File: config.mk
export PLATFORM = sky130hd
export DESIGN_NAME = fpuCtrl
export DESIGN_NICKNAME = d
export VERILOG_FILES = /design/src/rtl/fpuCtrlPkg.sv /design/src/rtl/fpuCsr.sv /design/src/rtl/fpuCtrl.sv /design/src/rtl/fpuCtrlPipe.sv /design/src/rtl/fpuDecoder.sv /design/src/rtl/fpuOperandSel.sv
export VERILOG_INCLUDE_DIRS = /design/src /design/src/rtl
export SDC_FILE = /design/constraint.sdc
export NUM_CORES = 1
export LEC_CHECK = 0
export BUFFER_PORTS_ARGS = -buffer_cell sky130_fd_sc_hd__buf_2
export CAP_MARGIN = 20
export CORE_MARGIN = 2
export CORE_UTILIZATION = 54
export CTS_BUF_LIST = sky130_fd_sc_hd__clkbuf_16
export DETAILED_ROUTE_END_ITERATION = 10
export PLACE_DENSITY = 0.86
export SETUP_SLACK_MARGIN = 0.5
export SLEW_MARGIN = 20
export SYNTH_ARGS = -nofsm -noshare
export SYNTH_HDL_FRONTEND = slang
export SYNTH_SLANG_ARGS = --single-unit
File: constraint.sdc
create_clock -name clk -period 8 [get_ports clk]
set_input_delay 2.4 -clock clk [delete_from_list [all_inputs] [get_ports clk]]
set_output_delay 2.4 -clock clk [all_outputs]
set_load 0.05 [all_outputs]
File: src/rtl/fpu_defines.svh
/*
 * FP control unit macros
 * major opcodes, field widths and feature switches
 */
`ifndef FPU_DEFINES_SVH
`define FPU_DEFINES_SVH

// feature switches
`define dSupported 1'b1             // double precision present

// major opcodes, bits 6:0
`define opcLoadFp  7'b0000111       // flw / fld
`define opcStoreFp 7'b0100111       // fsw / fsd
`define opcMadd    7'b1000011
`define opcMsub    7'b1000111
`define opcNmsub   7'b1001011
`define opcNmadd   7'b1001111
`define opcOpFp    7'b1010011       // all two-operand and unary ops

// field widths
`define fmtW    1                   // 0 single, 1 double
`define regAdrW 5
`define opCtrlW 3

`endif

File: src/rtl/fpuCtrlPkg.sv
/*
 * types for the FP control unit
 * instruction word union, control/operand/stage structs, CSR and flow control
 */
package fpuCtrlPkg;

  `include "fpu_defines.svh"

  ////////////////////////////////////////////////////////////////////////////
  // instruction word

  typedef struct packed {
    logic [6:0]          funct7;
    logic [`regAdrW-1:0] rs2;
    logic [`regAdrW-1:0] rs1;
    logic [2:0]          funct3;   // rounding mode or width
    logic [`regAdrW-1:0] rd;
    logic [6:0]          opcode;
  } rTypeS;

  typedef struct packed {
    logic [`regAdrW-1:0] rs3;      // fma addend
    logic [1:0]          fmt;      // 2 and 3 illegal here
    logic [`regAdrW-1:0] rs2;
    logic [`regAdrW-1:0] rs1;
    logic [2:0]          funct3;
    logic [`regAdrW-1:0] rd;
    logic [6:0]          opcode;
  } r4TypeS;

  typedef union packed {
    rTypeS  rType;                 // funct7 view
    r4TypeS r4Type;                // rs3 / fmt view
  } fpInstrU;

  ////////////////////////////////////////////////////////////////////////////
  // control words

  // final result, fp dest / int dest
  typedef enum logic [1:0] {
    resOther = 2'd0,               // sgnj, min/max, fmv.w.x | compare
    resPost  = 2'd1,               // post processing | fp->int cvt
    resStore = 2'd2,               // load, store | class
    resMove  = 2'd3                // fmv.x.w
  } resSelE;

  typedef enum logic [1:0] {
    postCvt = 2'd0,
    postDiv = 2'd1,
    postFma = 2'd2
  } postSelE;

  typedef struct packed {
    logic                regWrite;  // fp reg write
    logic                writeInt;  // int reg write
    resSelE              resSel;
    postSelE             postSel;
    logic [`opCtrlW-1:0] opCtrl;
    logic                divStart;
    logic                illegal;
    logic                cvtInt;
  } fpCtrlS;

  typedef struct packed {
    logic [`regAdrW-1:0] adr1;
    logic [`regAdrW-1:0] adr2;
    logic [`regAdrW-1:0] adr3;
    logic                xEn;
    logic                yEn;
    logic                zEn;
  } fpOpndS;

  // stage payload, divStart travels on its own flop
  typedef struct packed {
    logic                regWrite;
    logic                writeInt;
    resSelE              resSel;
    postSelE             postSel;
    logic [`opCtrlW-1:0] opCtrl;
    logic                illegal;
    logic                cvtInt;
    logic [2:0]          frm;
    logic [`fmtW-1:0]    fmt;
  } fpStageS;

  typedef struct packed {
    logic                regWrite;
    resSelE              resSel;
    logic                cvtInt;
  } fpWbS;

  typedef struct packed {
    logic [2:0] frm;               // dynamic rounding mode
    logic [1:0] fs;                // 0 = FPU off
  } fpCsrS;

  typedef struct packed {
    logic e;
    logic m;
    logic w;
  } stageStallS;

  typedef struct packed {
    logic e;
    logic m;
    logic w;
  } stageFlushS;

endpackage

File: src/rtl/fpuCsr.sv
/*
 * rounding mode and FPU status register
 */
`timescale 1ns/1ns

module fpuCsr
  import fpuCtrlPkg::*;
(
  input  logic  clk,
  input  logic  arstN,
  input  logic  csrWe,      // write strobe
  input  fpCsrS csrWrData,
  output fpCsrS csrQ
);

  fpCsrS csrR;

  // both fields load together, visible the cycle after the write edge
  always_ff @(posedge clk or negedge arstN) begin
    if (!arstN) begin
      csrR.frm <= 3'd0;       // round to nearest even
      csrR.fs  <= 2'd3;       // FPU on, dirty
    end else if (csrWe) begin
      csrR <= csrWrData;
    end
  end

  assign csrQ = csrR;

  // 5 and 6 are reserved, the dynamic mode would leak them into frmD
  aFrmReserved: assert property (@(posedge clk) disable iff (!arstN)
    csrWe |=> !(csrQ.frm inside {3'd5, 3'd6}))
    else $error("reserved rounding mode %0d written", csrQ.frm);

endmodule

File: src/rtl/fpuCtrl.sv
/*
 * FP control unit top level
 * CSR, decoder, operand select and stage registers
 */
`timescale 1ns/1ns

module fpuCtrl (
  input  logic                   clk,
  input  logic                   arstN,
  input  fpuCtrlPkg::fpInstrU    instrD,
  input  fpuCtrlPkg::stageStallS stall,
  input  fpuCtrlPkg::stageFlushS flush,
  input  logic                   divBusyE,
  input  logic                   csrWe,
  input  fpuCtrlPkg::fpCsrS      csrWrData,
  output fpuCtrlPkg::fpOpndS     opndD,
  output fpuCtrlPkg::fpStageS    stageE,
  output fpuCtrlPkg::fpOpndS     opndE,
  output logic                   divStartE,
  output fpuCtrlPkg::fpStageS    stageM,
  output fpuCtrlPkg::fpWbS       wbW
);

  fpuCtrlPkg::fpCsrS  csrQ;
  fpuCtrlPkg::fpCtrlS ctrlD;
  logic [2:0]         frmD;
  logic               fmtD;

  fpuCsr csr_i (
    .clk       (clk),
    .arstN     (arstN),
    .csrWe     (csrWe),
    .csrWrData (csrWrData),
    .csrQ      (csrQ)
  );

  fpuDecoder decoder_i (
    .instrD   (instrD),
    .fsStatus (csrQ.fs),
    .ctrlD    (ctrlD)
  );

  fpuOperandSel operandSel_i (
    .instrD (instrD),
    .ctrlD  (ctrlD),
    .frmCsr (csrQ.frm),
    .opndD  (opndD),
    .frmD   (frmD),
    .fmtD   (fmtD)
  );

  fpuCtrlPipe pipe_i (
    .clk       (clk),
    .arstN     (arstN),
    .stall     (stall),
    .flush     (flush),
    .divBusyE  (divBusyE),
    .ctrlD     (ctrlD),
    .opndD     (opndD),
    .frmD      (frmD),
    .fmtD      (fmtD),
    .stageE    (stageE),
    .opndE     (opndE),
    .divStartE (divStartE),
    .stageM    (stageM),
    .wbW       (wbW)
  );

endmodule

File: src/rtl/fpuCtrlPipe.sv
/*
 * Execute, Memory and Writeback control registers
 * per-stage stall and flush, divide start held while the divider is busy
 */
`timescale 1ns/1ns

module fpuCtrlPipe
  import fpuCtrlPkg::*;
(
  input  logic       clk,
  input  logic       arstN,
  input  stageStallS stall,
  input  stageFlushS flush,
  input  logic       divBusyE,   // divider still working
  input  fpCtrlS     ctrlD,
  input  fpOpndS     opndD,
  input  logic [2:0] frmD,
  input  logic       fmtD,
  output fpStageS    stageE,
  output fpOpndS     opndE,
  output logic       divStartE,
  output fpStageS    stageM,
  output fpWbS       wbW
);

  fpStageS stageD;
  fpWbS    wbM;

  // divStart leaves the payload here
  assign stageD = '{
    regWrite: ctrlD.regWrite, writeInt: ctrlD.writeInt, resSel: ctrlD.resSel,
    postSel: ctrlD.postSel, opCtrl: ctrlD.opCtrl, illegal: ctrlD.illegal,
    cvtInt: ctrlD.cvtInt, frm: frmD, fmt: fmtD
  };

  assign wbM = '{regWrite: stageM.regWrite, resSel: stageM.resSel, cvtInt: stageM.cvtInt};

  ////////////////////////////////////////////////////////////////////////////
  // stage registers, flush beats stall

  always_ff @(posedge clk or negedge arstN) begin
    if (!arstN) begin
      stageE <= '0;
      opndE  <= '0;
    end else if (flush.e) begin
      stageE <= '0;  // bubble
      opndE  <= '0;
    end else if (!stall.e) begin
      stageE <= stageD;
      opndE  <= opndD;
    end
  end

  // keeps sampling while busy so the start re-fires after a stall
  always_ff @(posedge clk or negedge arstN) begin
    if (!arstN)                      divStartE <= 1'b0;
    else if (flush.e)                divStartE <= 1'b0;
    else if (!stall.e || divBusyE)   divStartE <= ctrlD.divStart;
  end

  always_ff @(posedge clk or negedge arstN) begin
    if (!arstN)         stageM <= '0;
    else if (flush.m)   stageM <= '0;
    else if (!stall.m)  stageM <= stageE;
  end

  always_ff @(posedge clk or negedge arstN) begin
    if (!arstN)         wbW <= '0;
    else if (flush.w)   wbW <= '0;
    else if (!stall.w)  wbW <= wbM;
  end

  ////////////////////////////////////////////////////////////////////////////
  // checks

  aFlushE: assert property (@(posedge clk) disable iff (!arstN)
    flush.e |=> !stageE.regWrite && !divStartE);
  aFlushM: assert property (@(posedge clk) disable iff (!arstN)
    flush.m |=> !stageM.regWrite);
  aFlushW: assert property (@(posedge clk) disable iff (!arstN)
    flush.w |=> !wbW.regWrite);

  // the decoder never marks an illegal word as writing
  aIllegalNoWrite: assert property (@(posedge clk) disable iff (!arstN)
    !(stageM.illegal && stageM.regWrite))
    else $error("illegal instruction with regWrite in Memory");

endmodule

File: src/rtl/fpuDecoder.sv
/*
 * Decode-stage FP control word
 * opcode / funct7 / funct3 decode with FPU-off and format legality checks
 */
`timescale 1ns/1ns
`include "fpu_defines.svh"

module fpuDecoder
  import fpuCtrlPkg::*;
(
  input  fpInstrU    instrD,
  input  logic [1:0] fsStatus,   // from fpuCsr
  output fpCtrlS     ctrlD
);

  localparam fpCtrlS illegalWord = '{
    regWrite: 1'b0, writeInt: 1'b0, resSel: resOther, postSel: postCvt,
    opCtrl: '0, divStart: 1'b0, illegal: 1'b1, cvtInt: 1'b0
  };

  // pack one legal control word
  function automatic fpCtrlS ctl(input logic rw, input logic wi, input resSelE rs,
                                 input postSelE ps, input logic [`opCtrlW-1:0] oc,
                                 input logic ds, input logic ci);
    fpCtrlS c;
    c.regWrite = rw;
    c.writeInt = wi;
    c.resSel   = rs;
    c.postSel  = ps;
    c.opCtrl   = oc;
    c.divStart = ds;
    c.illegal  = 1'b0;
    c.cvtInt   = ci;
    return c;
  endfunction

  logic [6:0]          op;
  logic [2:0]          f3;
  logic [4:0]          f7Hi;     // funct7 without fmt
  logic [1:0]          cvtSel;   // rs2 low bits, int width and sign
  logic [1:0]          fmt;
  logic                fpuOn;
  logic                memOp;
  logic                fmtOk;
  logic [`opCtrlW-1:0] cvtCode;  // {int->fp, 64 bit, signed}

  assign op     = instrD.rType.opcode;
  assign f3     = instrD.rType.funct3;
  assign f7Hi   = instrD.rType.funct7[6:2];
  assign cvtSel = instrD.rType.rs2[1:0];
  assign fmt    = instrD.r4Type.fmt;

  assign fpuOn = (fsStatus != 2'b00);
  assign memOp = (op == `opcLoadFp) || (op == `opcStoreFp);  // width sits in funct3
  assign fmtOk = (fmt == 2'b00) || ((fmt == 2'b01) && `dSupported);

  // w 101/001, wu 100/000, l 111/011, lu 110/010
  assign cvtCode = {1'b0, cvtSel[1], ~cvtSel[0]};

  always_comb begin
    ctrlD = illegalWord;  // anything not matched below
    if (fpuOn && (memOp || fmtOk)) begin
      case (op)
        `opcLoadFp: case (f3)
          3'b010: ctrlD = ctl(1'b1, 1'b0, resStore, postCvt, 3'd0, 1'b0, 1'b0); // flw
          3'b011: if (`dSupported)
                    ctrlD = ctl(1'b1, 1'b0, resStore, postCvt, 3'd0, 1'b0, 1'b0); // fld
          default: ;
        endcase
        `opcStoreFp: case (f3)
          3'b010: ctrlD = ctl(1'b0, 1'b0, resStore, postCvt, 3'd0, 1'b0, 1'b0); // fsw
          3'b011: if (`dSupported)
                    ctrlD = ctl(1'b0, 1'b0, resStore, postCvt, 3'd0, 1'b0, 1'b0); // fsd
          default: ;
        endcase
        // fused ops, opCtrl = {0, negate prod, negate addend}
        `opcMadd:  ctrlD = ctl(1'b1, 1'b0, resPost, postFma, 3'd0, 1'b0, 1'b0);
        `opcMsub:  ctrlD = ctl(1'b1, 1'b0, resPost, postFma, 3'd1, 1'b0, 1'b0);
        `opcNmsub: ctrlD = ctl(1'b1, 1'b0, resPost, postFma, 3'd2, 1'b0, 1'b0);
        `opcNmadd: ctrlD = ctl(1'b1, 1'b0, resPost, postFma, 3'd3, 1'b0, 1'b0);
        `opcOpFp: case (f7Hi)
          5'b00000: ctrlD = ctl(1'b1, 1'b0, resPost, postFma, 3'd6, 1'b0, 1'b0); // fadd
          5'b00001: ctrlD = ctl(1'b1, 1'b0, resPost, postFma, 3'd7, 1'b0, 1'b0); // fsub
          5'b00010: ctrlD = ctl(1'b1, 1'b0, resPost, postFma, 3'd4, 1'b0, 1'b0); // fmul
          5'b00011: ctrlD = ctl(1'b1, 1'b0, resPost, postDiv, 3'd0, 1'b1, 1'b0); // fdiv
          5'b01011: ctrlD = ctl(1'b1, 1'b0, resPost, postDiv, 3'd1, 1'b1, 1'b0); // fsqrt
          5'b00100: case (f3)  // sign inject
            3'b000: ctrlD = ctl(1'b1, 1'b0, resOther, postCvt, 3'd0, 1'b0, 1'b0);
            3'b001: ctrlD = ctl(1'b1, 1'b0, resOther, postCvt, 3'd1, 1'b0, 1'b0); // negate
            3'b010: ctrlD = ctl(1'b1, 1'b0, resOther, postCvt, 3'd2, 1'b0, 1'b0); // xor
            default: ;
          endcase
          5'b00101: case (f3)
            3'b000: ctrlD = ctl(1'b1, 1'b0, resOther, postCvt, 3'd6, 1'b0, 1'b0); // fmin
            3'b001: ctrlD = ctl(1'b1, 1'b0, resOther, postCvt, 3'd5, 1'b0, 1'b0); // fmax
            default: ;
          endcase
          5'b10100: case (f3)  // compares land in the int file
            3'b010: ctrlD = ctl(1'b0, 1'b1, resOther, postCvt, 3'd2, 1'b0, 1'b0); // feq
            3'b001: ctrlD = ctl(1'b0, 1'b1, resOther, postCvt, 3'd1, 1'b0, 1'b0); // flt
            3'b000: ctrlD = ctl(1'b0, 1'b1, resOther, postCvt, 3'd3, 1'b0, 1'b0); // fle
            default: ;
          endcase
          5'b11100: case (f3)
            3'b000: ctrlD = ctl(1'b0, 1'b1, resMove, postCvt, 3'd0, 1'b0, 1'b0);  // fmv.x.w
            3'b001: ctrlD = ctl(1'b0, 1'b1, resStore, postCvt, 3'd0, 1'b0, 1'b0); // fclass
            default: ;
          endcase
          5'b11110: ctrlD = ctl(1'b1, 1'b0, resOther, postCvt, 3'd3, 1'b0, 1'b0); // fmv.w.x
          // int -> fp, top opCtrl bit set
          5'b11010: ctrlD = ctl(1'b1, 1'b0, resPost, postCvt, cvtCode | 3'b100, 1'b0, 1'b0);
          // fp -> int
          5'b11000: ctrlD = ctl(1'b0, 1'b1, resPost, postCvt, cvtCode, 1'b0, 1'b1);
          // single <-> double, opCtrl carries the destination format
          5'b01000: ctrlD = ctl(1'b1, 1'b0, resPost, postCvt, {2'b00, fmt[0]}, 1'b0, 1'b0);
          default: ;
        endcase
        default: ;
      endcase
    end
  end

endmodule

File: src/rtl/fpuOperandSel.sv
/*
 * Decode-stage rounding mode, precision, source addresses and operand enables
 */
`timescale 1ns/1ns
`include "fpu_defines.svh"

module fpuOperandSel
  import fpuCtrlPkg::*;
(
  input  fpInstrU    instrD,
  input  fpCtrlS     ctrlD,
  input  logic [2:0] frmCsr,     // dynamic mode from fpuCsr
  output fpOpndS     opndD,
  output logic [2:0] frmD,
  output logic       fmtD
);

  logic [2:0] f3;
  logic       isOpFp;
  logic       isMem;
  logic       isFpCvt;    // fcvt.s.d / fcvt.d.s
  logic       mvToFp;     // fmv.w.x, coded as resOther with opCtrl 3
  logic       cvtOp;

  assign f3      = instrD.rType.funct3;
  assign isOpFp  = (instrD.rType.opcode == `opcOpFp);
  assign isMem   = (instrD.rType.opcode == `opcLoadFp) || (instrD.rType.opcode == `opcStoreFp);
  assign isFpCvt = isOpFp && (instrD.rType.funct7[6:2] == 5'b01000);

  // 111 picks the CSR, 000..100 are static modes
  assign frmD = (f3 == 3'b111) ? frmCsr : f3;

  // precision, 0 single / 1 double
  always_comb begin
    if (isFpCvt)    fmtD = instrD.rType.rs2[0];     // source format
    else if (isMem) fmtD = f3[0];                   // 010 w, 011 d
    else            fmtD = instrD.r4Type.fmt[0];
  end

  assign opndD.adr1 = instrD.rType.rs1;
  assign opndD.adr2 = instrD.rType.rs2;
  assign opndD.adr3 = instrD.r4Type.rs3;

  assign mvToFp = (ctrlD.resSel == resOther) && ctrlD.regWrite && (ctrlD.opCtrl == 3'd3);
  assign cvtOp  = (ctrlD.resSel == resPost) && (ctrlD.postSel == postCvt);

  // x unused by load/store, mv int->fp and int->fp cvt
  assign opndD.xEn = !(((ctrlD.resSel == resStore) && !ctrlD.writeInt) ||
                       mvToFp ||
                       (cvtOp && ctrlD.opCtrl[2]));

  // y unused by load, class, moves, all cvts and sqrt
  assign opndD.yEn = !(((ctrlD.resSel == resStore) && (ctrlD.writeInt || ctrlD.regWrite)) ||
                       (ctrlD.resSel == resMove) || mvToFp || cvtOp ||
                       ((ctrlD.resSel == resPost) && (ctrlD.postSel == postDiv) &&
                        ctrlD.opCtrl[0]));

  // z only for the fma family, add and sub (not mul)
  assign opndD.zEn = (ctrlD.resSel == resPost) && (ctrlD.postSel == postFma) &&
                     (!ctrlD.opCtrl[2] || ctrlD.opCtrl[1]);

  // every op with an addend also reads x
  always_comb begin
    aZImpliesX: assert final (!opndD.zEn || opndD.xEn)
      else $error("zEn without xEn, instr %h", instrD);
  end

endmodule

; Yosys cells after proc, flatten, opt, wreduce, memory -nomap -nowiden
; Index checks and enable logic that the tools add are counted.
[word_totals]
register_bits = 58
input_bits = 47
word_cells = 123
[op_classes]
n_mux = 22
reduce_logical = 37
n_bitwise = 1
n_eq_ne = 33
[op_table]
columns = cell, n
row1 = $pmux 12 s13, 1
row2 = $pmux 12 s7, 1
row3 = $mux 15, 4
row4 = $mux 18, 2
row5 = $pmux 12 s3, 1
row6 = $eq 7x7->1 const B, 5
row7 = $pmux 11 s3, 1
row8 = $eq 5x5->1 const B, 5
row9 = $mux 12, 2
row10 = $pmux 12 s2, 1
row11 = $pmux 11 s2, 1
row12 = $logic_and 1x1->1, 12
row13 = $logic_or 1x1->1, 12
row14 = $eq 5x2->1 const B, 2
row15 = $eq 5x3->1 const B, 2
row16 = $eq 5x4->1 const B, 2
row17 = $mux 10, 1
row18 = $eq 3x2->1 const B, 3
row19 = $mux 4, 2
row20 = $eq 7x3->1 const B, 1
row21 = $eq 7x6->1 const B, 1
row22 = $eq 2x1->1 const B, 3
row23 = $eq 2x2->1 const B, 3
row24 = $logic_not 2->1, 3
row25 = other kinds (12), 22

; Longest topological paths before layout
; Gate-level depths: netlist of run 1.
[logic_depth]
depth_word = 14
depth_mapped = 9

; Cells and area by module
; Synthesis of run 1 repeated with hierarchy kept, for this count alone.
[unflattened]
hier_cells = 328
area_unflattened_um2 = 3309.4
[modules_own_cells]
columns = module, n_inst, area_per_inst_um2, cells_per_inst
row1 = fpuCtrlPipe, 1, 2195.9, 173
row2 = fpuDecoder, 1, 610.6, 103
row3 = fpuOperandSel, 1, 319.1, 42
row4 = fpuCsr, 1, 183.9, 10

; Worst setup path after synthesis of run 1
; No wires, ideal clock.
[synth_path]
path_kind = input to output
start = in instrD[5] (netlist name)
end = out opndD[2] (netlist name)
t_arrival_ps = 4705
setup_slack_ps = 895
t_required_ps = 5600
path_buffers = 1
cell_stages = 8
path_cell_list = nand4b_4 or4b_4 or2_1 buf_6 nor4_4 nand4bb_2 nor2_2 nor2_1
[synth_lines]
columns = item, line
row1 = from (decl), fpuCtrl.sv:10  ; input fpuCtrlPkg::fpInstrU instrD,
row2 = to (decl), fpuCtrl.sv:16  ; output fpuCtrlPkg::fpOpndS opndD,

==> metrics, run 1 <==
Clk pwr share=0.438; vias in the first global route=2,634; #FFs+latches synth=58; Seq pwr share=0.398; hold path endpoint=csr_i.csrQ[4]; WP data required=5.60 ns; max-cap check violation count=0; # fillers=469; Post-Syn Area=3260 sq um; die height=81.7 um; Post-DRT Antenna Nets=0; pwr/cell area=195 nW/um^2; final setup violation count=0; WP data arrival=4.79 ns; Hold/Removal Path Class=flip-flop to flip-flop; Hold Startpoint=csr_i.csrQ[4]; first-pass GRT wire length=12,600 um; area grow syn2layout=22.6%; commonest cells in the netlist=nor2_1, dfrtp_1, mux2i_1; post-detailed-routing wire length=roughly 7800 um; Switching Share=0.297; Final Skew=0.00330 ns; Top FF cell, synth=dfrtp_1; gr usage total=0.252; Yosys top cell area share=0.430; max frequency=139 MHz; initial core utilization=0.554; Layout Nets=470; share of cells above drive strength 1=0.360; reg-to-reg endpoint=pipe_i.opndE[1]; Final GP Congestion=0.899; endpoint type of the worst setup path=primary output; H-tree levels=3; Hold Buf Count CTS=0; minimum clock period=7.19 ns; Switching Power=0.231 mW; R2R depth=5; Int Pwr=0.549 mW; RSZ-0062 raised after global routing=false; Async SR Flop Fraction=1.00; run status=complete, no violations; final hold vios=0; EDFF count, synth=0; HPWL Detailed=5540 um; clk slew on worst S/H paths=0.05 ns; Worst-Margin Slew=0.893 ns; wire per inst=15.6 um; Critical Path Source Type=primary input; clock root buffer=clkbuf_16; largest net degree at the start of global routing=between 50 and 60; vias=2,842; Pwr Total=0.780 mW; Placed Area=3730 sq um; Setup Crit Path Kind=primary input to primary output; drt pass-1 iters=4; R2R Setup Slk=6.14 ns; postcts setup bufs=0; Post-Syn Area per Cell=roughly 9.7 sq um; grt total ovfl=0; I/O Buffers=112; Seq/Total Area, Yosys=0.446; total CTS buffers=9; combinational share of power=0.164; routed vias/inst=5.65; library cells used by synthesis=62; Fin Setup TNS=0 ns; Worst slew margin=0.404; initial antenna violation count=0; core area=5890 sq um; yosys warns=0; width of the die=81.7 um; TritonCTS clock tree=yes; Post-CTS Resized=0; Max rail drop VDD=0.174 mV; Antenna Cells=0; Final period util=0.899; Starting DRT DRC Count=167; Mapped Cells=336; Hold Crit Depth=1; Final Instance Area=4000 sq um; Sink Count=58; Remaining DRCs=0; Skew-Pair Late Insertion Delay=about 0.33 ns; most frequent cell after synthesis=nor2_1; fin. max-slew vios=0; RR Startpoint=csr_i.csrQ[1]; CTS max path bufs=2; syn nets=383; die area=between 6000 and 7000 sq um; post-synth top area cell=dfrtp_1; top cells by area, synth=dfrtp_1, mux2i_1, nor2_1, buf_4, a21oi_1; CP max FO=7; io pins=approximately 120; Leakage=2.02 nW; std cell rows=28
==> routing by layer <==
layer,share of wire,track usage
met4,0.014,0.112
met1,0.41,0.324
met2,0.50,0.396
met3,0.073,0.0736
met5,0,0
==> power groups by stage <==
stage | registers [mW] | logic (mW) | clock network (mW)
detailed placement | 0.315 | 0.128 | 0
global placement | 0.315 | 0.126 | 0
CTS | 0.311 | 0.128 | 0.348
floorplan | 0.340 | 0.0676 | 0
global route | 0.311 | 0.138 | 0.362
finish | 0.311 | 0.128 | 0.341
==> worst max-delay path, cell delays in order <==
cell	delay, ns
buf_2	0.11
nand4b_4	0.19
or4b_4	0.58
or2_1	0.39
nor4_4	0.38
nand4bb_2	0.21
nor2_2	0.06
and3b_1	0.21
buf_2	0.26
==> state kept, by name, indices dropped and copies added, names as in the netlist <==
register	flops
pipe_i.stageM	15
csr_i.csrQ	5
pipe_i.opndE	18
pipe_i.wbW	4
pipe_i.divStartE	1
pipe_i.stageE	15
==> per-stage QoR <==
step / setup slack, ns / hold WS [ns] / cells / util
final: 0.811 / 0.502 / 503 / 0.679
after global routing: 0.715 / 0.515 / 503 / 0.679
after CTS: 0.809 / 0.508 / 503 / 0.679
after detailed placement: 0.808 / 0.498 / 487 / 0.633
after global placement: 0.849 / 0.486 / 487 / 0.633
after floorplan: 0.895 / 0.475 / 336 / -
==> cells by family after synthesis <==
| logic type | synth area share |
|---|---|
| AND/OR/NAND/NOR | 0.217 |
| flip-flops | 0.446 |
| multiplexers | 0.143 |
| AO/OA/AOI/OAI | 0.125 |
| buffers and inverters | 0.0683 |
==> how the worst max path moves through the flow <==
stage	startpoint	endpoint	slack, ns	cells after the start
after floorplan	instrD[5]	opndD[2]	0.90	8
after global placement	instrD[5]	opndD[1]	0.85	9
after detailed placement	instrD[5]	opndD[1]	0.81	9
after CTS	instrD[5]	opndD[1]	0.81	9
after global routing	instrD[5]	opndD[1]	0.72	9
final	instrD[5]	opndD[1]	0.81	9
==> final cells by class <==
| class | count | area (sq um) | share of cell area |
|---|---|---|---|
| inverters | 3 | 11.3 | 0.00282 |
| multi-input cells | 236 | 1590 | 0.396 |
| flip-flops and latches | 58 | 1450 | 0.364 |
| clock inverters | 7 | 46.3 | 0.0116 |
| clock buffers | 9 | 225 | 0.0563 |
| repair buffers | 115 | 583 | 0.146 |
| well taps | 75 | 93.8 | 0.0235 |
==> layout by cell type, fill, tap and decap left out, types with 2 or more instances in the layout <==
cell	instances
a211oi_1	3
a21oi_1	20
a221oi_1	2
buf_2	112
buf_4	3
clkbuf_16	9
clkinv_1	2
clkinv_2	2
clkinv_4	2
clkinvlp_4	2
dfrtp_1	56
dfstp_2	2
inv_1	2
mux2_2	6
mux2i_1	40
nand2_1	19
nand2b_1	7
nand3b_1	3
nand4_1	2
nor2_1	62
nor2b_1	5
nor3_1	7
nor4_1	4
o2111ai_1	2
o21a_1	2
o21ai_0	10
o22a_1	2
o22ai_1	2
o32ai_1	2
or3_1	3
No activity file was read; power rests on OpenSTA's default activity.
==> inputs of run 2 (changes only) <==
- RECOVER_POWER: not set -> 100
==> run 2 against run 1 <==
  * The run now ends with max-capacitance violations, max-slew violations left
  * First-iteration DRC count rose by 13%
  * Maximum frequency fell by 2.8%
  * Sequential power barely moved
  * Final cell count did not move
  * Via count rose by 0.25%
  * Clock power barely moved
  * Die area did not move
  * Cell area fell by 2.4%
  * Global-route usage did not move
  * Critical path type unchanged
  * Largest power group unchanged
  * Highest routed layer unchanged
==> metrics, run 2 (synthesis results as in run 1) <==
run status=finished, violations left (was complete, no violations); failing checks=max-capacitance violations, max-slew violations; first-pass GRT wire length=12,600 um (unchanged); routed vias/inst=5.66 (was 5.65); Post-CTS Resized=0 (unchanged); io pins=118 (unchanged); die area=6680 sq um (unchanged); final setup violation count=0 (unchanged); Placed Area=3730 sq um (unchanged); Setup Crit Path Kind=primary input to primary output (unchanged); most frequent cells in the layout=clkbuf_1, nor2_1, dfrtp_1 (was buf_2, nor2_1, dfrtp_1); width of the die=81.7 um (unchanged); Final GP Congestion=0.899 (unchanged); gr usage total=0.252 (unchanged); minimum clock period=7.40 ns (was 7.19 ns); endpoint type of the worst setup path=primary output (unchanged); max frequency=135 MHz (was 139 MHz); pwr/cell area=199 nW/um^2 (was 195 nW/um^2); Hold/Removal Path Class=flip-flop to flip-flop (unchanged); vias in the first global route=2,634 (unchanged); Worst slew margin=-0.973 (was 0.404); final hold vios=0 (unchanged); core area=5890 sq um (unchanged); Final period util=0.925 (was 0.899); Hold Buf Count CTS=0 (unchanged); commonest non-fill, non-tap cell in the layout=clkbuf_1 (was buf_2); clock root buffer=clkbuf_16 (unchanged); total CTS buffers=9 (unchanged); initial core utilization=0.554 (unchanged); wire per inst=15.6 um (about the same); Layout Nets=470 (unchanged); Critical Path Source Type=primary input (unchanged); Antenna Cells=0 (unchanged); post-detailed-routing wire length=7860 um (was 7840 um); clk slew on worst S/H paths=0.05 ns (about the same); Worst-Margin Slew=2.96 ns (was 0.893 ns); max-cap check violation count=2 (was 0); CTS max path bufs=2 (unchanged); share of cells above drive strength 1=0.187 (was 0.360); Max rail drop VDD=0.172 mV (was 0.174 mV); WP data arrival=5.00 ns (was 4.79 ns); Final Skew=0.00413 ns (was 0.00330 ns); HPWL Detailed=5540 um (unchanged); Fin Setup TNS=0 ns (unchanged); I/O Buffers=112 (unchanged); postcts setup bufs=0 (unchanged); std cell rows=28 (unchanged); initial antenna violation count=0 (unchanged); largest net degree at the start of global routing=59 (unchanged); Largest register FFs=18 (unchanged); TritonCTS clock tree=yes (unchanged); die height=81.7 um (unchanged); Sink Count=58 (unchanged); fin. max-slew vios=104 (was 0); WP data required=5.60 ns (about the same); Final Instance Area=3900 sq um (was 4000 sq um); Starting DRT DRC Count=188 (was 167); CP max FO=18 (was 7); H-tree levels=3 (unchanged); Post-DRT Antenna Nets=0 (unchanged); Biggest register=pipe_i.opndE (unchanged); Leakage=1.74 nW (was 2.02 nW); grt total ovfl=0 (unchanged); Remaining DRCs=0 (unchanged); # fillers=520 (was 469); Top Registers=pipe_i.opndE x18, pipe_i.stageE x15, pipe_i.stageM x15 (unchanged); vias=2,849 (was 2,842); Skew-Pair Late Insertion Delay=0.33 ns (about the same); drt pass-1 iters=4 (unchanged); area grow syn2layout=19.6% (was 22.6%); RSZ-0062 raised after global routing=false (unchanged)
run 2: per-stage QoR:
step / setup slack (ns) / instances / utilization / total power, mW / hold WS, ns
after floorplan: 0.895 / 336 / - / 0.408 / 0.475
after global placement: 0.849 / 487 / 0.633 / 0.441 / 0.486
after detailed placement: 0.808 / 487 / 0.633 / 0.443 / 0.498
after CTS: 0.809 / 503 / 0.679 / 0.787 / 0.508
after global routing: 0.358 / 503 / 0.663 / 0.809 / 0.515
final: 0.603 / 503 / 0.663 / 0.777 / 0.501
run 2: area by class of cell:
class,count,area (sq um),share of cell area
Clock buffer,9,225,0.0577
Sequential cell,58,1450,0.373
Multi-Input combinational cell,236,1590,0.406
Clock inverter,7,46.3,0.0119
Timing Repair Buffer,115,485,0.124
Tap cell,75,93.8,0.0241
Inverter,3,11.3,0.00289
run 2: final timing paths:
| check | startpoint | endpoint | slack, ns | cells past startpoint |
|---|---|---|---|---|
| max | instrD[31] | opndD[1] | 0.60 | 8 |
| min | csr_i.csrQ[4] | csr_i.csrQ[4] | 0.50 | 1 |
| max reg2reg | csr_i.csrQ[1] | pipe_i.opndE[1] | 6.13 | 5 |
| min reg2reg | csr_i.csrQ[4] | csr_i.csrQ[4] | 0.50 | 1 |
| max in group asynchronous | arstN | pipe_i.opndE[15] | 3.19 | 2 |
| min in group asynchronous | arstN | pipe_i.wbW[3] | 3.13 | 2 |
run 2: report_power, final:
group,total [mW],leakage [nW],internal (mW),switching (mW)
Clock,0.341,0.129,0.208,0.134
Combinational,0.125,0.831,0.0337,0.0914
Sequential,0.311,0.779,0.304,0.00643
Total,0.777,1.74,0.546,0.232
run 2: worst max-delay path, stage by stage:
cell and delay (ns):
clkbuf_1 0.50, nand3b_1 0.31, or4b_2 0.71, o22a_1 0.27, nor3_2 0.20, o2111ai_1 0.19, and3b_1 0.21, buf_2 0.21
run 2: per-layer routing:
metal	global-route usage	routed length, um	vias up
met2	0.396	3860	118
met5	0	0	-
li1	-	-	1351
met3	0.0736	560	10
met1	0.324	3330	1370
met4	0.112	118	0
==> inputs of run 3 (changes only) <==
- ABC_AREA: not set -> 1
- CORE_UTILIZATION: 54 -> 53
- PLACE_DENSITY: 0.86 -> 0.85
==> run 3 against run 2 <==
  * Global-route usage is 0.20 points higher
  * Largest power group unchanged
  * Cell area is 3.4% lower
  * The flow still finishes with violations (max-capacitance violations, max-slew violations)
  * Critical path type unchanged
  * Critical endpoint unchanged
  * Clock skew is 0.0014 ns lower
  * Sequential power hardly changed
  * Count of clock-buffer cells in the layout stayed put
  * Synthesized area is 4.2% lower
==> metrics, run 3 <==
Pwr Total=0.762 mW (was 0.777 mW); max-cap check violation count=1 (was 2); initial antenna violation count=0 (unchanged); top cells by area, synth=dfrtp_1, nand2_1, nand3_1, inv_1, o21ai_0 (was dfrtp_1, mux2i_1, nor2_1, buf_4, a21oi_1); final hold vios=0 (unchanged); HPWL Detailed=5960 um (was 5540 um); die height=80.8 um (was 81.7 um); total CTS buffers=9 (unchanged); Max rail drop VDD=0.122 mV (was 0.172 mV); Hold Buf Count CTS=0 (unchanged); commonest cells in the netlist=nand2_1, dfrtp_1, inv_1 (was nor2_1, dfrtp_1, mux2i_1); post-synth top area cell=dfrtp_1 (unchanged); io pins=118 (unchanged); post-detailed-routing wire length=8110 um (was 7860 um); first-pass GRT wire length=12,600 um (unchanged); R2R depth=7 (was 5); crit path launch=instrD[5] (was instrD[31]); Final period util=0.901 (was 0.925); Switching Share=0.297 (was 0.298); Post-Syn Area per Cell=8.42 sq um (was 9.71 sq um); final setup violation count=0 (unchanged); TritonCTS clock tree=yes (unchanged); CP max FO=8 (was 18); most used cell, CP=nor2_1; R2R Setup Slk=6.26 ns (was 6.13 ns); Sink Count=58 (unchanged); Layout Nets=515 (was 470); max frequency=139 MHz (was 135 MHz); Buf/Inv on CP=4 (was 2); postcts setup bufs=0 (unchanged); commonest non-fill, non-tap cell in the layout=clkbuf_1 (unchanged); library cells used by synthesis=35 (was 62); Skew-Pair Late Insertion Delay=0.32 ns (was 0.33 ns); WP data arrival=4.81 ns (was 5.00 ns); Critical Path Sink=opndD[1] (unchanged); RSZ-0062 raised after global routing=false (unchanged); fin util=0.672 (was 0.663); Post-Syn Area=3130 sq um (was 3260 sq um); RR Startpoint=csr_i.csrQ[0] (was csr_i.csrQ[1]); Hold/Removal Path Class=flip-flop to flip-flop (unchanged); combinational share of power=0.157 (was 0.161); Worst-Margin Slew=2.99 ns (was 2.96 ns); Leakage=1.77 nW (was 1.74 nW); Setup Crit Path Kind=primary input to primary output (unchanged); routed vias/inst=5.45 (was 5.66); Biggest register=pipe_i.opndE (unchanged); failing checks=max-capacitance violations, max-slew violations (unchanged); Mapped Cells=371 (was 336); Top Registers=pipe_i.opndE x18, pipe_i.stageE x15, pipe_i.stageM x15 (unchanged); vias=2,968 (was 2,849); syn nets=418 (was 383); gr usage total=0.254 (was 0.252); I/O Buffers=112 (unchanged); H-tree levels=3 (unchanged); fin. max-slew vios=59 (was 104); crit path cell chain=buf_2, inv_1, nand2_1, nor2_1, and2_0, clkinv_1, nor2_1, o21ai_2, nand3_1, nor2_1, nand2_1, and3_1, clkbuf_1 (was clkbuf_1, nand3b_1, or4b_2, o22a_1, nor3_2, o2111ai_1, and3b_1, buf_2); critical path depth=13 (was 8); run status=finished, violations left (unchanged); Post-CTS Resized=0 (unchanged); Crit path max-delay family=simple AND/OR/NAND/NOR gates (unchanged); Async SR Flop Fraction=1.00 (unchanged); Top FF cell, synth=dfrtp_1 (unchanged); std cell rows=27 (was 28); EDFF count, synth=0 (unchanged); Clk pwr share=0.436 (was 0.439); #FFs+latches synth=58 (unchanged); Yosys top cell area share=0.448 (was 0.430); reg-to-reg endpoint=pipe_i.opndE[2] (was pipe_i.opndE[1]); core area=5610 sq um (was 5890 sq um); Critical Path Source Type=primary input (unchanged); Switching Power=0.227 mW (was 0.232 mW); clock root buffer=clkbuf_16 (unchanged); CTS max path bufs=2 (unchanged); Seq pwr share=0.407 (was 0.400); Post-DRT Antenna Nets=0 (unchanged); Worst slew margin=-0.994 (was -0.973); initial core utilization=0.557 (was 0.554); endpoint type of the worst setup path=primary output (unchanged); area grow syn2layout=20.6% (was 19.6%); vias in the first global route=2,671 (was 2,634); Fin Setup TNS=0 ns (unchanged); most frequent cells in the layout=clkbuf_1, nand2_1, dfrtp_1 (was clkbuf_1, nor2_1, dfrtp_1); grt total ovfl=0 (unchanged); Seq/Total Area, Yosys=0.465 (was 0.446); Antenna Cells=0 (unchanged); die area=6530 sq um (was 6680 sq um); most frequent cell after synthesis=nand2_1 (was nor2_1); Final Skew=0.00275 ns (was 0.00413 ns); Largest register FFs=18 (unchanged); minimum clock period=7.21 ns (was 7.40 ns); Starting DRT DRC Count=187 (was 188); WP data required=5.60 ns (about the same); pwr/cell area=202 nW/um^2 (was 199 nW/um^2); Int Pwr=0.535 mW (was 0.546 mW); clk slew on worst S/H paths=0.05 ns (about the same); width of the die=80.8 um (was 81.7 um); slowest stage cell, crit path=clkbuf_1 (was or4b_2); Hold Crit Depth=2 (was 1); yosys warns=0 (unchanged); Remaining DRCs=0 (unchanged); largest net degree at the start of global routing=59 (unchanged); share of cells above drive strength 1=0.201 (was 0.187); Final GP Congestion=0.937 (was 0.899); slowest cell delay on critical path=0.53 ns (was 0.71 ns); wire per inst=14.9 um (was 15.6 um); drt pass-1 iters=5 (was 4)
[run 3: cell type report]
class / count / area (sq um)
multi-input cells: 233 / 1290
fillers: 504 / 1840
well taps: 72 / 90.1
inverters: 53 / 201
clock inverters: 7 / 36.3
clock buffers: 9 / 225
flip-flops and latches: 58 / 1450
repair buffers: 113 / 469
[run 3: worst min path at each step]
stage,slack (ns),start,end
after detailed placement,0.45,pipe_i.opndE[6],pipe_i.opndE[6]
final,0.47,pipe_i.opndE[6],pipe_i.opndE[6]
after global routing,0.49,pipe_i.opndE[6],pipe_i.opndE[6]
after floorplan,0.48,csr_i.csrQ[2],csr_i.csrQ[2]
after global placement,0.45,pipe_i.opndE[6],pipe_i.opndE[6]
after CTS,0.47,pipe_i.opndE[6],pipe_i.opndE[6]
[run 3: logic make-up after synthesis]
logic type	share of synthesized area
simple gates	0.262
flops	0.465
buf+inv	0.121
mux	0.0108
compound gates	0.141
[run 3: layer usage]
metal / track usage / part of all wire / wire, um / up-vias
met4: 0.117 / 0.016 / 126 / 0
met2: 0.420 / 0.50 / 4070 / 125
met1: 0.328 / 0.41 / 3360 / 1404
met5: 0 / 0 / 0 / -
met3: 0.0433 / 0.069 / 559 / 14
li1: - / - / - / 1425
[run 3: tightest hold or removal path: stages, from the launching register on]
cell	delay [ns]
dfrtp_1	0.34
nand2_1	0.05
nand2_1	0.05
[run 3: power groups by stage]
stage	registers (mW)	clock network (mW)	logic [mW]
after floorplan	0.341	0	0.0624
after global placement	0.314	0	0.121
after detailed placement	0.314	0	0.124
after CTS	0.310	0.336	0.124
after global routing	0.311	0.348	0.129
final	0.310	0.332	0.120
[run 3: through the flow]
stage          hold WS (ns)  cell area [sq um]  setup WS [ns]  instances
6_report              0.468               3770          0.792        545
4_1_cts               0.466               3870           1.35        545
3_3_place_gp          0.453               3610           1.47        529
2_1_floorplan         0.482               3130           1.78        371
5_1_grt               0.487               3770          0.640        545
3_5_place_dp          0.454               3610           1.40        529
